<file path="src/source/core_pkg.sv">
`default_nettype none

package core_pkg;

  // ~~~~~~~~~~~~~~~~~~~~~~~~~~~~~~~~~~~~~~~~~~~~~~~~~~~~~~~~~~~~~~~~~~~~
  // Sizes
  // ~~~~~~~~~~~~~~~~~~~~~~~~~~~~~~~~~~~~~~~~~~~~~~~~~~~~~~~~~~~~~~~~~~~~
  localparam int xlen        = 32;
  localparam int reg_count   = 32;
  localparam int reg_idx_w   = $clog2(reg_count);
  localparam int queue_depth = 4;

  localparam logic [xlen-1:0] reset_pc = '0;  // Pc of an empty lane

  localparam logic [6:0] opcode_op     = 7'b0110011;
  localparam logic [6:0] opcode_op_imm = 7'b0010011;

  typedef enum logic [3:0] {
    op_none,
    op_add,
    op_sub,
    op_and,
    op_or,
    op_xor,
    op_slt,
    op_addi,
    op_andi,
    op_ori,
    op_xori,
    op_slti
  } alu_op_t;

  // ~~~~~~~~~~~~~~~~~~~~~~~~~~~~~~~~~~~~~~~~~~~~~~~~~~~~~~~~~~~~~~~~~~~~
  // One instruction word, register or immediate form
  // ~~~~~~~~~~~~~~~~~~~~~~~~~~~~~~~~~~~~~~~~~~~~~~~~~~~~~~~~~~~~~~~~~~~~
  typedef union packed {
    struct packed {
      logic [6:0]           funct7;
      logic [reg_idx_w-1:0] rs2;
      logic [reg_idx_w-1:0] rs1;
      logic [2:0]           funct3;
      logic [reg_idx_w-1:0] rd;
      logic [6:0]           opcode;
    } r_type;
    struct packed {
      logic [11:0]          imm;
      logic [reg_idx_w-1:0] rs1;
      logic [2:0]           funct3;
      logic [reg_idx_w-1:0] rd;
      logic [6:0]           opcode;
    } i_type;
  } instr_t;

endpackage

`default_nettype wire
</file>
<file path="src/source/buffer_stage.sv">
`default_nettype none

module buffer_stage import core_pkg::*; (
  input  logic            clock,
  input  logic            reset,
  input  logic            flush,
  input  logic            stall,
  input  logic            valid_in0,
  input  logic            valid_in1,
  input  logic [xlen-1:0] pc_in0,
  input  logic [xlen-1:0] pc_in1,
  input  instr_t          instr_in0,
  input  instr_t          instr_in1,
  output logic            valid0,
  output logic            valid1,
  output logic [xlen-1:0] pc0,
  output logic [xlen-1:0] pc1,
  output instr_t          instr0,
  output instr_t          instr1
);

  always_ff @(posedge clock) begin
    if (!reset || flush) begin
      valid0 <= 1'b0;
      valid1 <= 1'b0;
      pc0    <= reset_pc;
      pc1    <= reset_pc;
      instr0 <= '0;
      instr1 <= '0;
    end else if (!stall) begin
      valid0 <= valid_in0;
      valid1 <= valid_in1;
      pc0    <= valid_in0 ? pc_in0 : reset_pc;  // Empty lanes keep reset_pc
      pc1    <= valid_in1 ? pc_in1 : reset_pc;
      instr0 <= instr_in0;
      instr1 <= instr_in1;
    end
  end

endmodule

`default_nettype wire

</file>
<file path="config.mk">
export PLATFORM = sky130hd
export DESIGN_NAME = buffer_stage
export DESIGN_NICKNAME = d
export VERILOG_FILES = /design/src/source/core_pkg.sv /design/src/source/buffer_stage.sv
export SDC_FILE = /design/constraint.sdc
export NUM_CORES = 1
export LEC_CHECK = 0
export BUFFER_PORTS_ARGS = -buffer_cell sky130_fd_sc_hd__buf_4
export CAP_MARGIN = 5
export CORE_AREA = 2 2 120 110
export CTS_CLUSTER_SIZE = 12
export DETAILED_ROUTE_END_ITERATION = 10
export DIE_AREA = 0 0 122 112
export GPL_ROUTABILITY_DRIVEN = 0
export HOLD_SLACK_MARGIN = 0.03
export PLACE_DENSITY = 0.74
export RECOVER_POWER = 50
export SYNTH_ARGS = -nofsm -noshare
export SYNTH_HDL_FRONTEND = slang
export SYNTH_SLANG_ARGS = --single-unit
export TNS_END_PERCENT = 5
</file>
<file path="constraint.sdc">
create_clock -name clock -period 0.8 [get_ports clock]
set_input_delay 0.04 -clock clock [delete_from_list [all_inputs] [get_ports clock]]
set_output_delay 0.04 -clock clock [all_outputs]
set_load 0.02 [all_outputs]
</file>
# After elaboration in Yosys (flattened, before gate mapping)
# Cells that the tools add are included.
word_totals:
  input_bits: 134
  ff_bits: 130
  out_inout_bits: 130
classes:
  mux: 2
  reduce_logical: 2
ops:
  columns: ["op", "n"]
  rows:
  - ["32-bit 2-to-1 mux", 2]
  - ["1-bit logical NOT", 1]
  - ["1-bit logical OR", 1]

# Logic depth before layout (Yosys ltp)
logic_depth:
  depth_word: 2
  ltp_mapped: 4
  ltp_nobuf: 2

# Worst setup path after synthesis
# No wires, ideal clock.
synth_timing:
  path_type: "input to register"
  startpoint: "input port flush"
  endpoint: "register pc0[10]"
  setup_ns: 0.132
  arrival_ns: 0.629
  n_path_buf: 2
  path_slack_ns: 0.039
  cell_stages: 4
  path_cell_list: "nand2b_2 -> buf_2 -> clkbuf_1 -> a21oi_1"
synth_between:
  elab_chain_len: 1
synth_lines:
  columns: ["item", "line_no", "text"]
  rows:
  - ["start, declared", "buffer_stage.sv:6", "input logic flush,"]
  - ["1-bit logical OR", "buffer_stage.sv:23", "if (!reset || flush) begin"]
  - ["end signal, assigned", "buffer_stage.sv:26", "pc0 <= reset_pc;"]
  - ["end signal, assigned", "buffer_stage.sv:33", "pc0 <= valid_in0 ? pc_in0 : reset_pc;"]
  - ["end, declared", "buffer_stage.sv:16", "output logic [xlen-1:0] pc0,"]
# Every way passes these cells.
# A chain may end at the register's enable or synchronous reset.

# Final worst setup path
layout_timing:
  startpoint: "register instr1[4] in the netlist's numbering"
  endpoint: "output port instr1[4] in the netlist's numbering"
layout_rtl:
  columns: ["item", "line_no", "text"]
  rows:
  - ["start, declared", "buffer_stage.sv:19", "output instr_t instr1"]
  - ["start signal, assigned", "buffer_stage.sv:36", "instr1 <= instr_in1;"]
# No word-level cell between the ends.

==> summary.txt <==
Worst setup path
  • WP data arrival: 0.90 ns
  • R2R cell count: 3
  • Crit-path max FO: 2
  • Slowest cell on crit path: dfxtp_2
  • Crit path depth: 1
  • Delay-heaviest family, CP: flip-flops
  • Worst path max stage delay: 0.36 ns
  • WS Path Type: reg2out
  • Worst Path Required: 0.76 ns
  • Worst Setup End Kind: primary output
  • Crit path launch type: register
  • Worst path cell trace: buf_6
  • WP buf/inv: 1

Yosys
  • Flop and latch count out of synthesis: 130
  • Synth warn: 0
  • Cells after Synth: 498
  • Mean Syn Cell Area: 9.73 µm²
  • Yosys cell types: 12
  • Area leader, netlist: dfxtp_1
  • Seq/Total Area, Yosys: 0.537
  • Synth top area share: 0.537
  • Mapped Nets: 632
  • Synth area leaders: dfxtp_1 54%, mux2i_1 14%, nand3b_1 9.9%
  • Post-Syn Area: 4840 µm²

Placed design
  • Placed cell area: 6900 µm²
  • Port Buf Inserts: 263
  • DPL Wire Length: 9720 µm

Timing
  • Tcrit/Tclk final: 1.18
  • Endpoints failing setup: 131
  • Final Max Tran Viols: 0
  • Clock Skew: 0 ns
  • RSZ-0062 raised after global routing: true
  • Maximum clock rate: 1060 MHz
  • Setup ws final: -0.142 ns
  • Hold Slack: 0.0744 ns
  • Hold Fails Final Rpt: 0
  • Post-route minimum period: 0.942 ns
  • Slew headroom: 0.767
  • Slew @ Worst Pin: 0.349 ns

Global route
  • Vias in the first global route: 5,617
  • Remaining global-route overflow: 0
  • First-pass GRT wire length: 28,000 µm
  • Initial antenna violation count: 0
  • Largest net degree at the start of global routing: 63
  • GRT Total Usage: 0.267

Clock tree
  • Clock Tree Buf Depth: 2
  • Num CTS Buffers: 17
  • TritonCTS clock tree: yes
  • Clk pin slew, worst setup/hold paths: 0.06 ns
  • Num Clock Sinks: 130
  • H-tree depth: 4
  • Clock insertion delay at the later pin of the skew report: 0.41 ns
  • Clk root buf: clkbuf_16

Run status
  • Status: finished, violations left
  • Failing checks: negative setup slack

Die
  • Placeable Area: 12,400 µm²
  • Row count: 39
  • Die Area: 13,700 µm²
  • Die Width: 122 µm
  • # IOs: 264
  • Die height: 112 µm
  • Initial Util: 0.389

Cells and area
  • Commonest cells after routing, fill and taps aside: 142 x buf_4, 131 x buf_6, 128 x dlygate4sd3_1, 113 x dfxtp_2
  • Syn-to-layout area delta: 96.7%
  • Commonest non-fill, non-tap cell in the layout: buf_4
  • Share of post-route cells with drive strength above 1: 0.477
  • Nets: 1,017
  • # diodes: 0
  • Fin area: 9530 µm²

Power and ir drop
  • Cell Pwr Density: 1920 nW/µm²
  • Worst vdd ir: 1.09 mV
  • Static Leak: 4.17 nW
  • Total power: 18.3 mW

Flow run
  • Max-cap violations: 0

Routing
  • Wire length per cell: 17.7 µm
  • Post-Route WL: 18,700 µm
  • DRT Pass-1 Iters: 5
  • ANT nets after route: 0
  • DRT iter0 DRCs: 383
  • Post-route DRC: 0
  • Total number of vias: 5,275
  • Drt via density: 4.98

Worst hold path
  • Min-delay worst type: in2reg
  • Hold Path Cell Cnt: 3
[worst register-to-register path: stages, from the launching register on]
cell     delay (ns)
dfxtp_2        0.33
buf_4          0.13
mux2i_1        0.16
nor2_1         0.06
[power by group]
group | internal, mW | switching (mW) | leakage, nW | total [mW]
clock network | 6.01 | 2.94 | 0.326 | 8.95
registers | 6.68 | 0.138 | 1.11 | 6.82
logic | 1.48 | 1.06 | 2.74 | 2.54
total | 14.2 | 4.13 | 4.17 | 18.3
[per-stage QoR]
stage	std cells	setup slack, ns	TNS (ns)	utilization
after CTS	1057	-0.149	-15.51	0.766
after detailed placement	896	-0.123	-2.79	0.555
after global routing	1060	-0.179	-19.04	0.766
final	1060	-0.142	-14.07	0.766
after floorplan	498	0.0388	0	-
after global placement	896	-0.0496	-0.877	0.555
[routing by layer]
| layer | global-route usage | up-vias | part of all wire |
|---|---|---|---|
| li1 | - | 2444 | - |
| met1 | 0.263 | 2498 | 0.35 |
| met2 | 0.491 | 261 | 0.53 |
| met3 | 0.0835 | 72 | 0.074 |
| met4 | 0.148 | 0 | 0.044 |
| met5 | 0 | - | 0 |
[repair_timing]
action | in CTS | in global routing
buffers inserted | 1 | 3
setup endpoints to repair | 130 | 132
resized for setup | 260 | 0
endpoints found under the hold margin | 128 | 0
hold buffers | 128 | 0
[cells by family (layout without fill, tap and decap cells)]
kind of cell | after synthesis | after routing | share of synthesized area
simple gates | 195 | 195 | 0.202
flops | 130 | 130 | 0.537
mux | 66 | 66 | 0.136
compound gates | 64 | 64 | 0.0661
buf+inv | 43 | 441 | 0.0586
[flip-flops by register name (all words and copies together), names as in the netlist]
name	count
pc1	32
pc0	32
valid0	1
valid1	1
instr0	32
instr1	32
[synth_stat cells]
| library cell | instances |
|---|---|
| nand2b_2 | 1 |
| mux2i_1 | 66 |
| buf_4 | 3 |
| buf_2 | 23 |
| buf_6 | 2 |
| nor2_1 | 66 |
| clkbuf_1 | 9 |
| buf_8 | 6 |
| nand2_1 | 64 |
| nand3b_1 | 64 |
| dfxtp_1 | 130 |
| a21oi_1 | 64 |
[worst paths after layout]
kind	from	end	slack, ns
worst min-delay path	valid_in1	pc1[28]	0.07
worst max register to register	instr1[11]	instr1[11]	-0.01
worst max-delay path	instr1[4]	instr1[4]	-0.14
worst min register to register	pc1[9]	pc1[9]	0.47
[final cells by class]
cell class | count | area, µm²
timing repair buffer | 409 | 3930
fill | 711 | 2920
sequential | 130 | 2740
multi-input combinational | 325 | 1960
clock buffer | 19 | 453
clock inverter | 13 | 230
tap | 164 | 205
No activity file was read; power rests on OpenSTA's default activity.
