### src/source/core_pkg.sv
`default_nettype none

package core_pkg;

  // ~~~~~~~~~~~~~~~~~~~~~~~~~~~~~~~~~~~~~~~~~~~~~~~~~~~~~~~~~~~~~~~~~~~~
  // Sizes
  // ~~~~~~~~~~~~~~~~~~~~~~~~~~~~~~~~~~~~~~~~~~~~~~~~~~~~~~~~~~~~~~~~~~~~
  localparam int xlen        = 32;
  localparam int reg_count   = 32;
  localparam int reg_idx_w   = $clog2(reg_count);
  localparam int queue_depth = 4;

  localparam logic [xlen-1:0] reset_pc = '0;  // Pc of an empty lane

  localparam logic [6:0] opcode_op     = 7'b0110011;
  localparam logic [6:0] opcode_op_imm = 7'b0010011;

  typedef enum logic [3:0] {
    op_none,
    op_add,
    op_sub,
    op_and,
    op_or,
    op_xor,
    op_slt,
    op_addi,
    op_andi,
    op_ori,
    op_xori,
    op_slti
  } alu_op_t;

  // ~~~~~~~~~~~~~~~~~~~~~~~~~~~~~~~~~~~~~~~~~~~~~~~~~~~~~~~~~~~~~~~~~~~~
  // One instruction word, register or immediate form
  // ~~~~~~~~~~~~~~~~~~~~~~~~~~~~~~~~~~~~~~~~~~~~~~~~~~~~~~~~~~~~~~~~~~~~
  typedef union packed {
    struct packed {
      logic [6:0]           funct7;
      logic [reg_idx_w-1:0] rs2;
      logic [reg_idx_w-1:0] rs1;
      logic [2:0]           funct3;
      logic [reg_idx_w-1:0] rd;
      logic [6:0]           opcode;
    } r_type;
    struct packed {
      logic [11:0]          imm;
      logic [reg_idx_w-1:0] rs1;
      logic [2:0]           funct3;
      logic [reg_idx_w-1:0] rd;
      logic [6:0]           opcode;
    } i_type;
  } instr_t;

endpackage

`default_nettype wire
### src/source/result_stage.sv
`default_nettype none

module result_stage import core_pkg::*; (
  input  logic                 clock,
  input  logic                 reset,
  input  logic                 flush,
  input  logic                 result_ready,
  input  logic                 ex_valid0,
  input  logic [xlen-1:0]      ex_pc0,
  input  logic [reg_idx_w-1:0] ex_rd0,
  input  logic                 ex_write0,
  input  logic [xlen-1:0]      ex_value0,
  input  logic                 ex_valid1,
  input  logic [xlen-1:0]      ex_pc1,
  input  logic [reg_idx_w-1:0] ex_rd1,
  input  logic                 ex_write1,
  input  logic [xlen-1:0]      ex_value1,
  output logic                 lane0_valid,
  output logic [xlen-1:0]      lane0_pc,
  output logic [reg_idx_w-1:0] lane0_rd,
  output logic [xlen-1:0]      lane0_value,
  output logic                 lane0_write,
  output logic                 lane1_valid,
  output logic [xlen-1:0]      lane1_pc,
  output logic [reg_idx_w-1:0] lane1_rd,
  output logic [xlen-1:0]      lane1_value,
  output logic                 lane1_write,
  output logic                 held_valid0,
  output logic [reg_idx_w-1:0] held_rd0,
  output logic [xlen-1:0]      held_value0,
  output logic                 held_write0,
  output logic                 held_valid1,
  output logic [reg_idx_w-1:0] held_rd1,
  output logic [xlen-1:0]      held_value1,
  output logic                 held_write1,
  output logic                 wb_enable0,
  output logic [reg_idx_w-1:0] wb_rd0,
  output logic [xlen-1:0]      wb_value0,
  output logic                 wb_enable1,
  output logic [reg_idx_w-1:0] wb_rd1,
  output logic [xlen-1:0]      wb_value1,
  output logic                 stall
);

  logic transfer;

  assign stall    = lane0_valid && !result_ready;  // Freezes the whole core
  assign transfer = lane0_valid && result_ready;

  // A transfer commits even while flush is high
  assign wb_enable0 = transfer && lane0_write;
  assign wb_enable1 = transfer && lane1_valid && lane1_write;
  assign wb_rd0     = lane0_rd;
  assign wb_value0  = lane0_value;
  assign wb_rd1     = lane1_rd;
  assign wb_value1  = lane1_value;

  assign held_valid0 = lane0_valid;
  assign held_rd0    = lane0_rd;
  assign held_value0 = lane0_value;
  assign held_write0 = lane0_write;
  assign held_valid1 = lane1_valid;
  assign held_rd1    = lane1_rd;
  assign held_value1 = lane1_value;
  assign held_write1 = lane1_write;

  always_ff @(posedge clock) begin
    if (!reset || flush) begin
      lane0_valid <= 1'b0;
      lane1_valid <= 1'b0;
    end else if (!stall) begin  // Empty or transferring
      lane0_valid <= ex_valid0;
      lane1_valid <= ex_valid1;
    end
  end

  always_ff @(posedge clock) begin
    if (!stall) begin
      lane0_pc    <= ex_pc0;
      lane0_rd    <= ex_rd0;
      lane0_value <= ex_value0;
      lane0_write <= ex_write0;
      lane1_pc    <= ex_pc1;
      lane1_rd    <= ex_rd1;
      lane1_value <= ex_value1;
      lane1_write <= ex_write1;
    end
  end

endmodule

`default_nettype wire

### config.mk
export PLATFORM = sky130hd
export DESIGN_NAME = result_stage
export DESIGN_NICKNAME = d
export VERILOG_FILES = /design/src/source/core_pkg.sv /design/src/source/result_stage.sv
export SDC_FILE = /design/constraint.sdc
export NUM_CORES = 1
export LEC_CHECK = 0
export BUFFER_PORTS_ARGS = -buffer_cell sky130_fd_sc_hd__buf_4
export CAP_MARGIN = 20
export CORE_AREA = 8 8 167 169
export DETAILED_ROUTE_END_ITERATION = 7
export DIE_AREA = 0 0 175 177
export MAX_ROUTING_LAYER = met4
export PLACE_DENSITY = 0.51
export SETUP_SLACK_MARGIN = 0.15
export SLEW_MARGIN = 20
export SYNTH_ARGS = -nofsm -noshare
export SYNTH_HDL_FRONTEND = slang
export SYNTH_SLANG_ARGS = --single-unit
### constraint.sdc
create_clock -name clock -period 5.44 [get_ports clock]
set_input_delay 1.088 -clock clock [delete_from_list [all_inputs] [get_ports clock]]
set_output_delay 1.088 -clock clock [all_outputs]
set_load 0.01 [all_outputs]
### After elaboration in Yosys (flattened, before gate mapping)

Cells that the tools add are included.

| word-level totals | value |
|---|---|
| register bits | 142 |
| bits of input ports | 146 |
| logic and storage cells | 18 |

| cells by class | value |
|---|---|
| reductions and logical operators | 8 |

Operators with widths:

| operator | number |
|---|---|
| $logic_and 1x1->1 | 5 |
| $logic_not 1->1 | 2 |
| $logic_or 1x1->1 | 1 |

### Depth between registers and ports, before layout

| depth | value |
|---|---|
| depth after elaboration | 3 |
| mapped depth | 4 |
| mapped depth without buffers | 4 |

### Worst setup path before layout

Ideal clock, no wire load.

| timing path | value |
|---|---|
| path kind | input port to output port |
| start point | input result_ready |
| end point | output stall |
| data arrival time | 2.211 ns |
| required time | 4.352 ns |
| setup slack | 2.141 ns |
| stages | 2 |
| path through | nand2b_4 -> inv_4 |

| on the way | value |
|---|---|
| cells in the longest elaborated chain, start to end | 2 |

Ends and longest elaborated chain:

| element | RTL line | RTL |
|---|---|---|
| start, declared | result_stage.sv:7 | `input logic result_ready,` |
| $logic_not 1->1 | result_stage.sv:47 | `assign stall = lane0_valid && !result_ready;` |
| $logic_and 1x1->1 | result_stage.sv:47 |  |
| end, declared | result_stage.sv:42 | `output logic stall` |

No other way between the ends.

### Final worst setup path

Ends and elaborated chain as after synthesis.

==> reports/qor.csv <==
stage,metric,value,unit
status,status,"complete, no violations",
final_layout,Reg area,4240,um^2
sta,"Hold Violations, Final",0,
global_routing,largest net degree at the start of global routing,74,
global_routing,vias in the first global route,3826,
worst_setup_path,Worst Reg-to-Reg Cells,2,
synthesis,Synth Instances,304,
synthesis,mux cell area share after synthesis,0,%
worst_setup_path,crit-path max FO,73,
worst_setup_path,CP peak stage delay,0.74,ns
final_layout,area of the multi-input gates,62.6,um^2
synthesis,largest family of logic cells by synthesized area,buffers and inverters,
placed_design,Post-DP HPWL,14.6,mm
sta,final setup TNS,0,ns
synthesis,Synth Area in Simple Gates,0.986,%
power,power per cell area,337,nW/um^2
synthesis,Seq cells post-synth,142,
clocking,number of buffers created by CTS,17,
placed_design,PortBufs,442,
worst_setup_path,CP max-delay cell,nand2b_4,
synthesis,post-synthesis adder-cell area fraction,0,%
power,Worst IR Drop VDD,0.161,mV
final_layout,antenna fix cells,0,
sta,Worst Hold Slack,0.523,ns
worst_setup_path,Worst Setup End Kind,primary output,
route,drt total wl,18.2,mm
sta,relative slew slack,32.9,%
final_layout,Layout Nets,760,
global_routing,first-pass GRT wire length,24.7,mm
route,First-pass DRT Iterations,4,
min_path,Hold Crit Class,reg -> reg,
worst_setup_path,CP endpoint,stall,
clocking,clock-pin slew on the worst setup and hold paths,0.06,ns
clocking,cts repair resizes,0,
floorplan,Rows,59,
worst_setup_path,WP data arrival,2.15,ns
final_layout,utilization after layout,34.0,%
global_routing,Total GRT Usage,11.2,%
final_layout,fillers,2591,
clocking,post-CTS setup repair buffer count,0,
floorplan,Core ar.,25500,um^2
job,Max Cap Viol,0,
route,# DRC,0,
synthesis,Synth Warn #,0,
clocking,Skew-Pair Late Insertion Delay,0.41,ns
synthesis,Synth Area in Compound Gates,0.161,%
floorplan,die width,175,um
sta,Peak Freq,309,MHz
worst_setup_path,R2R Setup Slk,2.97,ns
worst_setup_path,type of the worst setup path,in -> out,
sta,Clock Skew,0.0112,ns
route,DR iter-0 viols,175,
clocking,clk root buf,clkbuf_16,
sta,Final Critical Period,3.24,ns
route,antenna-violating nets left,0,
final_layout,Layout area overhead,58.8,%
floorplan,initial core utilization,21.4,%
synthesis,Synth cell types,12,
worst_setup_path,crit-path cells,buf_4 -> nand2b_4 -> inv_4 -> buf_4,
clocking,Max clock buf depth,2,
power,Design Power,2.92,mW
synthesis,sequential area share after synthesis,77.8,%
sta,worst-margin pin slew,1.01,ns
sta,Final Setup Violations,0,
floorplan,Die ar.,31000,um^2
sta,crit share post-route,59.6,%
sta,RSZ-0062 raised after global routing,false,
worst_setup_path,reg2reg start,held_valid0$_SDFFE_PP0N_,
worst_setup_path,r2r endpoint,lane0_pc[23]$_DFFE_PN_,
placed_design,final estimated routing congestion in global placement,0.698,
route,WL/cell,18.9,um
floorplan,Die Height,177,um
synthesis,XOR/XNOR share of the synthesized area,0,%
route,Vias,3422,
clocking,CTS tree,built,
worst_setup_path,CP required,4.35,ns
sta,Final Max Tran Viols,0,
global_routing,initial antenna violation count,0,
global_routing,GRT overflow,0,
worst_setup_path,Critical Path Start,result_ready,
clocking,clock sink count,142,
power,Leak Pwr,3.94,nW
floorplan,Ports,443,
route,routed vias/inst,3.56,
clocking,Post-CTS Hold Buffers,0,
synthesis,Avg Inst Size Synth,17.9,um^2
final_layout,layout cell share with drive strength beyond 1,76.2,%
clocking,CTS H-Tree Depth,4,
worst_setup_path,CP most frequent cell,buf_4,
synthesis,Post-Syn Area,5450,um^2
synthesis,Syn Nets,450,
worst_setup_path,CP Launch Type,input pin,
==> worst max-delay path, delay by kind of cell <==
| family | cells | cell delay (ns) |
|---|---|---|
| AND/OR/NAND/NOR | 1 | 0.74 |
| buffers and inverters | 3 | 0.32 |
==> per-layer routing <==
metal  wire length, um  vias to the layer above  track usage (%)  share of wire (%)
met5                 0                        -                -                  0
met4               136                        0             3.07               0.75
met3              2000                        6             6.02                 11
met2              9470                      239             18.8                 52
met1              6550                     1642             11.2                 36
li1                  -                     1535                -                  -
==> flip-flops by register name (all words and copies together), names as in the netlist <==
| name | cells |
|---|---|
| held_rd0 | 5 |
| held_value1 | 32 |
| held_valid1 | 1 |
| held_write1 | 1 |
| held_write0 | 1 |
| held_valid0 | 1 |
| lane1_pc | 32 |
| held_rd1 | 5 |
| held_value0 | 32 |
| lane0_pc | 32 |
==> area by class of cell <==
class | instances | area share, %
multi-input cells | 9 | 0.723
well taps | 335 | 4.84
repair buffers | 443 | 38.4
flip-flops and latches | 142 | 49.0
clock inverters | 12 | 1.98
clock buffers | 18 | 4.96
inverters | 1 | 0.0723
==> synth_stat cells <==
library cell	number	area (um^2)
buf_4	152	1140
edfxtp_1	140	4200
dfxtp_1	2	40.0
nor2_1	2	7.51
a21oi_2	1	8.76
and3_1	1	6.26
and4_2	1	10.0
inv_4	1	6.26
nand2_1	1	3.75
nand2_2	1	6.26
nand2b_1	1	6.26
nand2b_4	1	13.8
==> layout by cell type, fill, tap and decap left out <==
| cell type | n |
|---|---|
| and4_2 | 1 |
| nand2_2 | 1 |
| clkinv_1 | 1 |
| inv_4 | 1 |
| clkinv_2 | 3 |
| nand2_1 | 1 |
| buf_4 | 443 |
| clkinv_4 | 2 |
| nor2_1 | 2 |
| dfxtp_1 | 2 |
| nand2b_1 | 1 |
| nand2b_4 | 1 |
| clkinvlp_4 | 2 |
| clkbuf_1 | 1 |
| and3_1 | 1 |
| edfxtp_1 | 140 |
| bufinv_16 | 4 |
| a21oi_2 | 1 |
| clkbuf_16 | 17 |
==> cell families (layout without fill, tap and decap cells) <==
group / count (synthesis) / count (layout)
and+or+nand+nor: 8 / 8
AOI/OAI and AO/OA: 1 / 1
DFF: 142 / 142
buffers and inverters: 153 / 474
==> power by group <==
group,switching [mW],leakage [nW],internal (mW)
clock,0.449,0.289,0.760
combinational,0.158,2.17,0.225
sequential,0.0470,1.48,1.28
total,0.654,3.94,2.26
==> worst min path at each step <==
| stage | endpoint | from | cells after the start | slack (ns) |
|---|---|---|---|---|
| finish | held_valid1$_SDFFE_PP0N_ | held_valid1$_SDFFE_PP0N_ | 2 | 0.52 |
| global route | held_valid1$_SDFFE_PP0N_ | held_valid1$_SDFFE_PP0N_ | 2 | 0.55 |
| CTS | held_valid1$_SDFFE_PP0N_ | held_valid1$_SDFFE_PP0N_ | 2 | 0.53 |
| detailed placement | held_valid1$_SDFFE_PP0N_ | held_valid1$_SDFFE_PP0N_ | 2 | 0.52 |
| global placement | held_valid1$_SDFFE_PP0N_ | held_valid1$_SDFFE_PP0N_ | 2 | 0.52 |
| floorplan | held_valid1$_SDFFE_PP0N_ | held_valid1$_SDFFE_PP0N_ | 2 | 0.50 |
==> through the flow <==
step,instance area [um^2],setup slack [ns],instances
after floorplan,5450,2.14,304
after global placement,8060,2.09,930
after detailed placement,8060,2.08,930
after CTS,8660,2.10,960
after global routing,8660,2.02,960
final,8660,2.20,960
Note: power is estimated with default switching activity, not from simulation.
