### src/source/core_pkg.sv
`default_nettype none

package core_pkg;

  // ~~~~~~~~~~~~~~~~~~~~~~~~~~~~~~~~~~~~~~~~~~~~~~~~~~~~~~~~~~~~~~~~~~~~
  // Sizes
  // ~~~~~~~~~~~~~~~~~~~~~~~~~~~~~~~~~~~~~~~~~~~~~~~~~~~~~~~~~~~~~~~~~~~~
  localparam int xlen        = 32;
  localparam int reg_count   = 32;
  localparam int reg_idx_w   = $clog2(reg_count);
  localparam int queue_depth = 4;

  localparam logic [xlen-1:0] reset_pc = '0;  // Pc of an empty lane

  localparam logic [6:0] opcode_op     = 7'b0110011;
  localparam logic [6:0] opcode_op_imm = 7'b0010011;

  typedef enum logic [3:0] {
    op_none,
    op_add,
    op_sub,
    op_and,
    op_or,
    op_xor,
    op_slt,
    op_addi,
    op_andi,
    op_ori,
    op_xori,
    op_slti
  } alu_op_t;

  // ~~~~~~~~~~~~~~~~~~~~~~~~~~~~~~~~~~~~~~~~~~~~~~~~~~~~~~~~~~~~~~~~~~~~
  // One instruction word, register or immediate form
  // ~~~~~~~~~~~~~~~~~~~~~~~~~~~~~~~~~~~~~~~~~~~~~~~~~~~~~~~~~~~~~~~~~~~~
  typedef union packed {
    struct packed {
      logic [6:0]           funct7;
      logic [reg_idx_w-1:0] rs2;
      logic [reg_idx_w-1:0] rs1;
      logic [2:0]           funct3;
      logic [reg_idx_w-1:0] rd;
      logic [6:0]           opcode;
    } r_type;
    struct packed {
      logic [11:0]          imm;
      logic [reg_idx_w-1:0] rs1;
      logic [2:0]           funct3;
      logic [reg_idx_w-1:0] rd;
      logic [6:0]           opcode;
    } i_type;
  } instr_t;

endpackage

`default_nettype wire
### src/source/decode_stage.sv
`default_nettype none

module decode_stage import core_pkg::*; (
  input  logic                 clock,
  input  logic                 reset,
  input  logic                 flush,
  input  logic                 stall,
  input  logic                 buf_valid0,
  input  logic                 buf_valid1,
  input  logic [xlen-1:0]      buf_pc0,
  input  logic [xlen-1:0]      buf_pc1,
  input  instr_t               buf_instr0,
  input  instr_t               buf_instr1,
  output logic                 valid0,
  output logic [xlen-1:0]      pc0,
  output alu_op_t              op0,
  output logic [reg_idx_w-1:0] rd0,
  output logic [reg_idx_w-1:0] rs1_0,
  output logic [reg_idx_w-1:0] rs2_0,
  output logic [xlen-1:0]      imm0,
  output logic                 uses_imm0,
  output logic                 valid1,
  output logic [xlen-1:0]      pc1,
  output alu_op_t              op1,
  output logic [reg_idx_w-1:0] rd1,
  output logic [reg_idx_w-1:0] rs1_1,
  output logic [reg_idx_w-1:0] rs2_1,
  output logic [xlen-1:0]      imm1,
  output logic                 uses_imm1
);

  function automatic alu_op_t decode_op(input instr_t instr);
    decode_op = op_none;
    if (instr.r_type.opcode == opcode_op) begin
      case ({instr.r_type.funct7, instr.r_type.funct3})
        {7'h00, 3'b000}: decode_op = op_add;
        {7'h20, 3'b000}: decode_op = op_sub;
        {7'h00, 3'b111}: decode_op = op_and;
        {7'h00, 3'b110}: decode_op = op_or;
        {7'h00, 3'b100}: decode_op = op_xor;
        {7'h00, 3'b010}: decode_op = op_slt;
        default:         decode_op = op_none;
      endcase
    end else if (instr.i_type.opcode == opcode_op_imm) begin
      case (instr.i_type.funct3)
        3'b000:  decode_op = op_addi;
        3'b111:  decode_op = op_andi;
        3'b110:  decode_op = op_ori;
        3'b100:  decode_op = op_xori;
        3'b010:  decode_op = op_slti;
        default: decode_op = op_none;
      endcase
    end
  endfunction

  always_ff @(posedge clock) begin
    if (!reset || flush) begin
      valid0 <= 1'b0;
      valid1 <= 1'b0;
    end else if (!stall) begin
      valid0 <= buf_valid0;
      valid1 <= buf_valid1;
    end
  end

  // Immediates are sign extended from the i_type view
  always_ff @(posedge clock) begin
    if (!stall) begin
      pc0       <= buf_pc0;
      op0       <= decode_op(buf_instr0);
      rd0       <= buf_instr0.r_type.rd;
      rs1_0     <= buf_instr0.r_type.rs1;
      rs2_0     <= buf_instr0.r_type.rs2;
      imm0      <= {{(xlen-12){buf_instr0.i_type.imm[11]}}, buf_instr0.i_type.imm};
      uses_imm0 <= buf_instr0.i_type.opcode == opcode_op_imm;
      pc1       <= buf_pc1;
      op1       <= decode_op(buf_instr1);
      rd1       <= buf_instr1.r_type.rd;
      rs1_1     <= buf_instr1.r_type.rs1;
      rs2_1     <= buf_instr1.r_type.rs2;
      imm1      <= {{(xlen-12){buf_instr1.i_type.imm[11]}}, buf_instr1.i_type.imm};
      uses_imm1 <= buf_instr1.i_type.opcode == opcode_op_imm;
    end
  end

endmodule

`default_nettype wire

### config.mk
export PLATFORM = sky130hd
export DESIGN_NAME = decode_stage
export DESIGN_NICKNAME = d
export VERILOG_FILES = /design/src/source/core_pkg.sv /design/src/source/decode_stage.sv
export SDC_FILE = /design/constraint.sdc
export NUM_CORES = 1
export LEC_CHECK = 0
export ABC_AREA = 1
export CORE_AREA = 2 2 116 118
export DETAILED_ROUTE_END_ITERATION = 10
export DIE_AREA = 0 0 118 120
export DONT_BUFFER_PORTS = 1
export PLACE_DENSITY = 0.49
export SLEW_MARGIN = 10
export SYNTH_ARGS = -nofsm -noshare
export SYNTH_HDL_FRONTEND = slang
export SYNTH_SLANG_ARGS = --single-unit
### constraint.sdc
create_clock -name clock -period 4.3 [get_ports clock]
set_input_delay 0.43 -clock clock [delete_from_list [all_inputs] [get_ports clock]]
set_output_delay 0.43 -clock clock [all_outputs]
set_load 0.02 [all_outputs]
Word-level counts from Yosys, hierarchy flattened. Cells that the tools add are included. W data, S select, Z words.

Output and inout bits: 170. Logic and storage cells: 52. Register bits after elaboration: 130.

Equality and inequality tests: 22. Multiplexer cells: 8. Reductions and logical operators: 6.

Operators with widths (count): $eq A10 B3 Y1 const B (6); $pmux W4 S5 (2); $pmux W3 S6 (2); $eq A10 B2 Y1 const B (2); $eq A10 B9 Y1 const B (2); $logic_not A10 Y1 (2); $eq A3 B3 Y1 const B (6); $mux W4 (4); $eq A7 B5 Y1 const B (2); $eq A7 B6 Y1 const B (2); $eq A3 B2 Y1 const B (2); $logic_not A3 Y1 (2); $logic_not A1 Y1 (1); $logic_or A1 B1 Y1 (1).

Logic depth before layout (Yosys ltp). Gate-level depths: netlist of run 1.

Depth in word-level cells: 4. Depth in mapped cells: 9.

Worst setup path after synthesis of run 1. OpenSTA, ideal clock, no wires.

Path kind: input-to-reg. From: input stall. To: register imm0[10] (enable). Arrival time: 2.736 ns. Setup time: 0.472 ns. Cell stages on the path: 1. Setup slack: 1.092 ns. Required time: 3.828 ns. Cells stage by stage: inv_1.

RTL lines: start: declaration (line decode_stage.sv:7) `input logic stall,`; end signal: assignment (line decode_stage.sv:74) `imm0 <= {{(xlen-12){buf_instr0.i_type.imm[11]}}, buf_instr0.i_type.imm};`; end: declaration (line decode_stage.sv:20) `output logic [xlen-1:0] imm0,`.

No word-level cell between the ends.

Worst setup path in the final report of run 1.
From: register, netlist name imm1[11]. To: output imm1[14].

RTL lines: end: declaration (line decode_stage.sv:28) `output logic [xlen-1:0] imm1,`.

No word-level cell between the ends.

==> results of run 1 <==
[power groups by stage]
stage	registers, mW	clock network (mW)	logic, mW
floorplan	1.56	0	0.132
global placement	1.58	0	0.0922
detailed placement	1.58	0	0.0932
CTS	1.56	1.50	0.0934
global route	1.57	1.56	0.101
finish	1.56	1.47	0.0922
[cell usage after synthesis]
library cell / count
edfxtp_1: 118
buf_4: 50
nand2_1: 36
nor2_1: 23
nand3_1: 21
inv_1: 16
nor2_2: 4
a21oi_1: 3
nor3_1: 3
o21ai_0: 3
dfxtp_1: 2
a21boi_0: 1
a21boi_1: 1
inv_2: 1
nand4_1: 1
nor3_4: 1
nor3b_2: 1
nor4_4: 1
o211ai_1: 1
[per-layer routing]
metal | up-vias | global-route usage, % | wire length [um]
met4 | 0 | 7.23 | 217
met3 | 14 | 7.03 | 858
met1 | 955 | 13.0 | 3250
li1 | 919 | - | -
met2 | 155 | 20.7 | 4620
met5 | - | 0 | 0
[logic make-up after synthesis]
logic type | after synthesis | share of synthesized area (%)
buffers and inverters | 67 | 9.76
flip-flops | 120 | 79.7
AND/OR/NAND/NOR | 91 | 9.40
AO/OA/AOI/OAI | 9 | 1.17
[worst register-to-register path, delay by kind of cell (launching register included)]
family | cells | cell delay (ps)
DFF | 1 | 460
AOI/OAI and AO/OA | 1 | 140
and+or+nand+nor | 1 | 90
[state kept, by name, indices dropped and copies added, names as in the netlist, 5 cells and up]
signal / count
pc0: 32
pc1: 32
rs1_0: 5
rs1_1: 5
imm0: 8
rd1: 5
rd0: 5
imm1: 8
[path summary, 6_finish.rpt]
path | depth (start not counted) | endpoint | slack (ps)
setup / recovery | 1 | imm1[14] | 1880
hold / removal | 0 | pc1[18] | 110
setup reg to reg | 2 | valid1 | 3550
hold reg to reg | 2 | valid0 | 570
[cell usage in the layout (no fill, tap or decap), types with 2 or more instances in the layout]
| cell type | count |
|---|---|
| buf_12 | 2 |
| clkbuf_8 | 6 |
| nor2_1 | 23 |
| nor3_1 | 3 |
| edfxtp_1 | 118 |
| nand3_1 | 21 |
| clkinvlp_4 | 2 |
| dfxtp_1 | 2 |
| o21ai_0 | 3 |
| clkbuf_1 | 2 |
| nand2_1 | 36 |
| clkbuf_16 | 17 |
| bufinv_16 | 3 |
| buf_4 | 4 |
| nor2_2 | 4 |
| inv_1 | 15 |
| a21oi_1 | 3 |
[through the flow]
step / instances / total power [mW]
final: 450 / 3.12
after global routing: 450 / 3.23
after CTS: 450 / 3.16
after detailed placement: 419 / 1.68
after global placement: 419 / 1.68
after floorplan: 287 / 1.69
[area by class of cell]
type,instances,area (um2),area share (%)
clock inverters,6,114,2.26
clock buffers,25,515,10.2
inverters,17,66.3,1.31
flip-flops and latches,120,3580,71.0
repair buffers,6,70.1,1.39
well taps,176,220,4.37
multi-input cells,100,475,9.42
==> summary by stage, run 1 <==
Status
The flow ran to the end, and the final reports show no timing, DRC or antenna violations.

Logic synthesis
The number of synthesis warnings is 0. After synthesis, flip-flops and latches occupy 79.7% of the total area. The number of flip-flops and latches in the synthesized netlist is 120. The biggest area consumer among synthesized cells is edfxtp_1. The post-synthesis cell type count is 19.

The number of instances in the synthesized netlist is 287. The synthesized area divided by synthesized cell count is 15.7 um2. By area the synthesized netlist is led by edfxtp_1 79%, buf_4 8.3%, nand2_1 3.0%.

After synthesis, the largest area contributor takes up 78.8% of total cell area. In this run the cell area of the synthesized design comes to 4500 um2. Counting every net in the synthesized netlist gives 421.

Power and ir drop
The leakage power figure is 1.80 nW. The clock network is responsible for 47.1% of the overall power. Power spread over the standard cell area amounts to 618 nW/um2. Combinational cells account for 3.0% of the total power. The share of total power consumed by net switching is 22.7%. The internal portion of total power is 2.41 mW. The peak ir drop on the vdd network is 0.000244 V.

The sequential cell fraction of total power is 50.0%. In this run the power spent charging and discharging nets is 0.708 mW.

CTS
TritonCTS built the clock tree. Clock-pin slew was measured on the worst setup and hold paths at 50 ps. CTS saw 120 sinks.

The count of buffers added by post-CTS timing repair for setup is 0. The depth of the CTS H-tree is 4. The post-cts hold buffer count is 0. The post-cts repair resize count is 0. CTS placed an instance of clkbuf_16 at the clock tree root. TritonCTS created 17 clock buffers. The later-pin clock latency in the skew report is 410 ps. The number of buffers on the longest clock path is 2.

Finish
The area of all placed cells without fillers is 5040 um2. Relative to the synthesized area, the layout overhead comes to 12.2%. The final standard cell utilization of the core is 38.9%. Of the cells placed in the final design, the portion with a size suffix greater than 1 is 16.1%. 0 antenna diodes ended up in the layout.

The net total in the final layout is 396. The fill cell total of the finished layout is 1201.

Timing
The max-slew violation total from the final report is 0. In the final timing run, aggregate negative setup slack is 0 ps. The final setup slack of the worst path is 1880 ps. The minimum clock period after layout is 2420 ps. Dividing the final minimum period by the clock period gives 56.2%. The number of failing setup endpoints in the final timing report is 0. The transition time at the pin with the least slew margin is 1030 ps. The setup clock skew after layout is 0 ps. Based on the critical path, the design can be clocked at up to 0.414 GHz. The final count of hold timing violations was 0. The relative slew slack is 31.4%. Setup repair after global routing left no endpoint under its margin. The smallest hold slack is 110 ps.

Setup path
The launching element type of the critical path is a register. The top fanout value on the critical path is 8. The endpoint arrival time on the critical path is 1990 ps. The critical path in this run is classified as reg -> out. At the worst endpoint, the required time is 3870 ps. The worst path buffer plus inverter count is 1.

The critical path's largest stage delay is 1020 ps. In this run the worst setup path begins at imm1[11]. STA classifies the critical path endpoint as an output port. The startpoint of the lowest-slack register-to-register path is valid1.

The slowest library cell on the worst path is edfxtp_1. On the critical path the largest part of the delay comes from flip-flops. Walking the worst path, the cells encountered are buf_4.

Floorplanning
The cell row count is 42. The overall die area is 14200 um2. The die outline width is 118 um. The region available for standard cell placement spans 13000 um2. In this run the count of I/O pins placed on the die edge is 304. The die span in y is 120 um. The effective utilization at floorplan is 34.7%.

GRT
Entering global routing, the biggest net connects 45 pins. The residual overflow from global routing is 0. The via count of the first global-routing pass is 2093. The overall track demand over capacity in global routing is 12.7%.

The initial antenna violation count is 1. The global-route wire length before repair is 12600 um.

Job
The tool flagged a number of max-cap violations equal to 0.

Placement
The placed instances occupy a cell area of 4420 um2. At the end of routability-driven placement, the weighted congestion stood at 0.798. In this run the tool buffered the top-level ports with 0 buffer cells.

The placed wire-length estimate after detailed placement is 6840 um. The worst setup slack after placement is 2310 ps.

Drt
In this run, the number of DRC markers left after iteration 0 of detailed routing was 157. Dividing the detail-routed via count by the number of cells gives 4.54. After detailed routing, the number of remaining DRC violations is 0. The first detailed-routing pass ran for 4 iterations. For this block, the routed nets add up to 8950 um of wire. The final antenna-violating net count is 0. The routed layout has 2043 vias. The routed wire length per instance is 19.9 um.

Min path
The class of the tightest hold or removal check is in -> reg. The hold path startpoint is buf_pc1[18].
No activity file was read; power rests on OpenSTA's default activity.
==> run 2, diff against run 1 <==
==> constraint.sdc (replaced) <==
create_clock -name clock -period 2.49 [get_ports clock]
set_input_delay 0.249 -clock clock [delete_from_list [all_inputs] [get_ports clock]]
set_output_delay 0.249 -clock clock [all_outputs]
set_load 0.02 [all_outputs]
==> summary by stage, run 2 <==
Placement
The weighted congestion reported at the end of routability-driven placement is 0.820 (+2.8%). The number of port buffers is 0 (unchanged). The placed wire-length estimate after detailed placement is 6550 um (-4.3%). The number of cells in the design after placement was 421 (+0.48%).

Status
The run ended at clock tree synthesis (4_1_cts). The flow did not finish. The tool reported: "[ERROR RSZ-0060] Max buffer count reached".

Floorplanning
The cell row count came to 42 (unchanged). The die outline width is 118 um (unchanged). The effective utilization at floorplan came to 34.7% (unchanged). The die span in y is 120 um (unchanged). The number of I/O pins is 304 (unchanged).

CTS
The root cell of the clock tree is clkbuf_16. The post-cts repair resize count is 0 (unchanged). The number of buffers on the longest clock path is 2 (unchanged). The TritonCTS buffer count is 17 (unchanged). The count of buffers added by post-CTS timing repair for setup is 0 (unchanged).

The clock net sink count is 120 (unchanged). The depth of the CTS H-tree was 4 (unchanged). The post-cts hold buffer count came to 101 (+101).

Logic synthesis
The number of synthesis warnings is 0 (unchanged). The fraction of synthesized cell area taken by the top area cell type is 78.8% (unchanged). Ranked by total cell area, the synthesized netlist is headed by edfxtp_1 79%, buf_4 8.3%, nand2_1 3.0%. The post-synthesis cell type count is 19 (unchanged).

The area of the mapped netlist came to 4500 um2 (unchanged). The synthesized area divided by synthesized cell count is 15.7 um2 (unchanged). The biggest area consumer among synthesized cells is edfxtp_1. The number of instances in the synthesized netlist came to 287 (unchanged). The number of flip-flops and latches in the synthesized netlist is 120 (unchanged). The library cell with the highest instance count after synthesis is edfxtp_1. The async set-or-reset flop fraction in the synthesized netlist is 0% (unchanged). Counting instances in the post-synthesis netlist gives the leading cell types as 118 x edfxtp_1, 50 x buf_4, 36 x nand2_1. The dominant synthesized flop cell is edfxtp_1. The share of synthesized area occupied by flip-flops and latches is 79.7% (unchanged). The number of flops mapped to enable cells by yosys came to 118 (unchanged). The post-synth net total is 421 (unchanged).
run 2: kinds of logic after synthesis:
| kind of cell | Yosys count | synth area share, % |
|---|---|---|
| flip-flops | 120 | 79.7 |
| AND/OR/NAND/NOR | 91 | 9.40 |
| buffers and inverters | 67 | 9.76 |
| AO/OA/AOI/OAI | 9 | 1.17 |
run 2: per-stage QoR:
| step | util [%] | area (um2) | setup WS [ps] |
|---|---|---|---|
| after floorplan | - | 4500 | 139 |
| after global placement | 34.2 | 4440 | 1160 |
| after detailed placement | 34.2 | 4440 | 1170 |
==> run 3, diff against run 2 <==
--- a/config.mk
+++ b/config.mk
@@ -6,11 +6,11 @@
 export NUM_CORES = 1
 export LEC_CHECK = 0
 export ABC_AREA = 1
-export CORE_AREA = 2 2 116 118
+export CORE_AREA = 2 2 119 121
 export DETAILED_ROUTE_END_ITERATION = 10
-export DIE_AREA = 0 0 118 120
+export DIE_AREA = 0 0 121 123
 export DONT_BUFFER_PORTS = 1
-export PLACE_DENSITY = 0.49
+export PLACE_DENSITY_LB_ADDON = 0.15
 export SLEW_MARGIN = 10
 export SYNTH_ARGS = -nofsm -noshare
 export SYNTH_HDL_FRONTEND = slang
==> summary by stage, run 3 <==
Status
The stage where the run came to a stop is clock tree synthesis (4_1_cts). The run stopped with a tool error. The first error in the log reads "[ERROR RSZ-0060] Max buffer count reached".

Placement
The weighted congestion reported at the end of routability-driven placement is 0.761 (-7.2%). The number of port buffers is 0 (unchanged). The placed wire-length estimate after detailed placement was 6700 um (+2.3%). The worst setup slack after placement is 1250 ps (+89.4 ps).

The number of cells in the design after placement was 423 (+0.48%).

Logic synthesis
The dominant combinational cell family by area after synthesis is buffers and inverters. The share of synthesized area occupied by flip-flops and latches is 79.7% (unchanged). The xor-xnor portion of the synthesized cell area was 0% (unchanged).

The area of the mapped netlist is 4500 um2 (unchanged). The post-synthesis cell type count was 19 (unchanged). The multiplexer share of the synthesized area is 0% (unchanged).

The async set-or-reset flop fraction in the synthesized netlist was 0% (unchanged). The post-synth net total came to 421 (unchanged). The number of flops mapped to enable cells by yosys was 118 (unchanged). The biggest area consumer among synthesized cells is edfxtp_1. The number of flip-flops and latches in the synthesized netlist is 120 (unchanged).

The simple logic cell fraction of the synthesized area is 9.40% (unchanged). Among all cell types in the netlist, the one instantiated most often is edfxtp_1. The synthesized area divided by synthesized cell count came to 15.7 um2 (unchanged). The number of instances in the synthesized netlist is 287 (unchanged). The fraction of synthesized cell area taken by the top area cell type is 78.8% (unchanged). For this run, the leading register cell type out of synthesis is edfxtp_1.

The share of the synthesized area in compound gates (AO/OA/AOI/OAI) is 1.17% (unchanged). Yosys attributes the largest share of cell area to edfxtp_1 79%, buf_4 8.3%, nand2_1 3.0%. The adder-cell share of the synthesized area is 0% (unchanged). By count the netlist is led by 118 x edfxtp_1, 50 x buf_4, 36 x nand2_1. The number of synthesis warnings came to 0 (unchanged).

Floorplanning
The effective utilization at floorplan is 33.0% (-1.6 points). The number of I/O pins came to 304 (unchanged). The die span in y is 123 um (+2.5%). The cell row count came to 43 (+2.4%). The die outline width is 121 um (+2.5%).

CTS
The number of buffers on the longest clock path came to 2 (unchanged). The post-cts hold buffer count is 101 (unchanged). The TritonCTS buffer count is 17 (unchanged).

The depth of the CTS H-tree is 4 (unchanged). The count of buffers added by post-CTS timing repair for setup came to 0 (unchanged). The post-cts repair resize count is 0 (unchanged). The clock net sink count is 120 (unchanged). The root cell of the clock tree is clkbuf_16.
-- run 3: cells by family after synthesis --
logic type | count (synthesis)
AO/OA/AOI/OAI | 9
buffers and inverters | 67
AND/OR/NAND/NOR | 91
flip-flops | 120
-- run 3: through the flow --
stage / utilization [%] / instance area, um2
global placement: 32.6 / 4430
floorplan: - / 4500
detailed placement: 32.6 / 4430
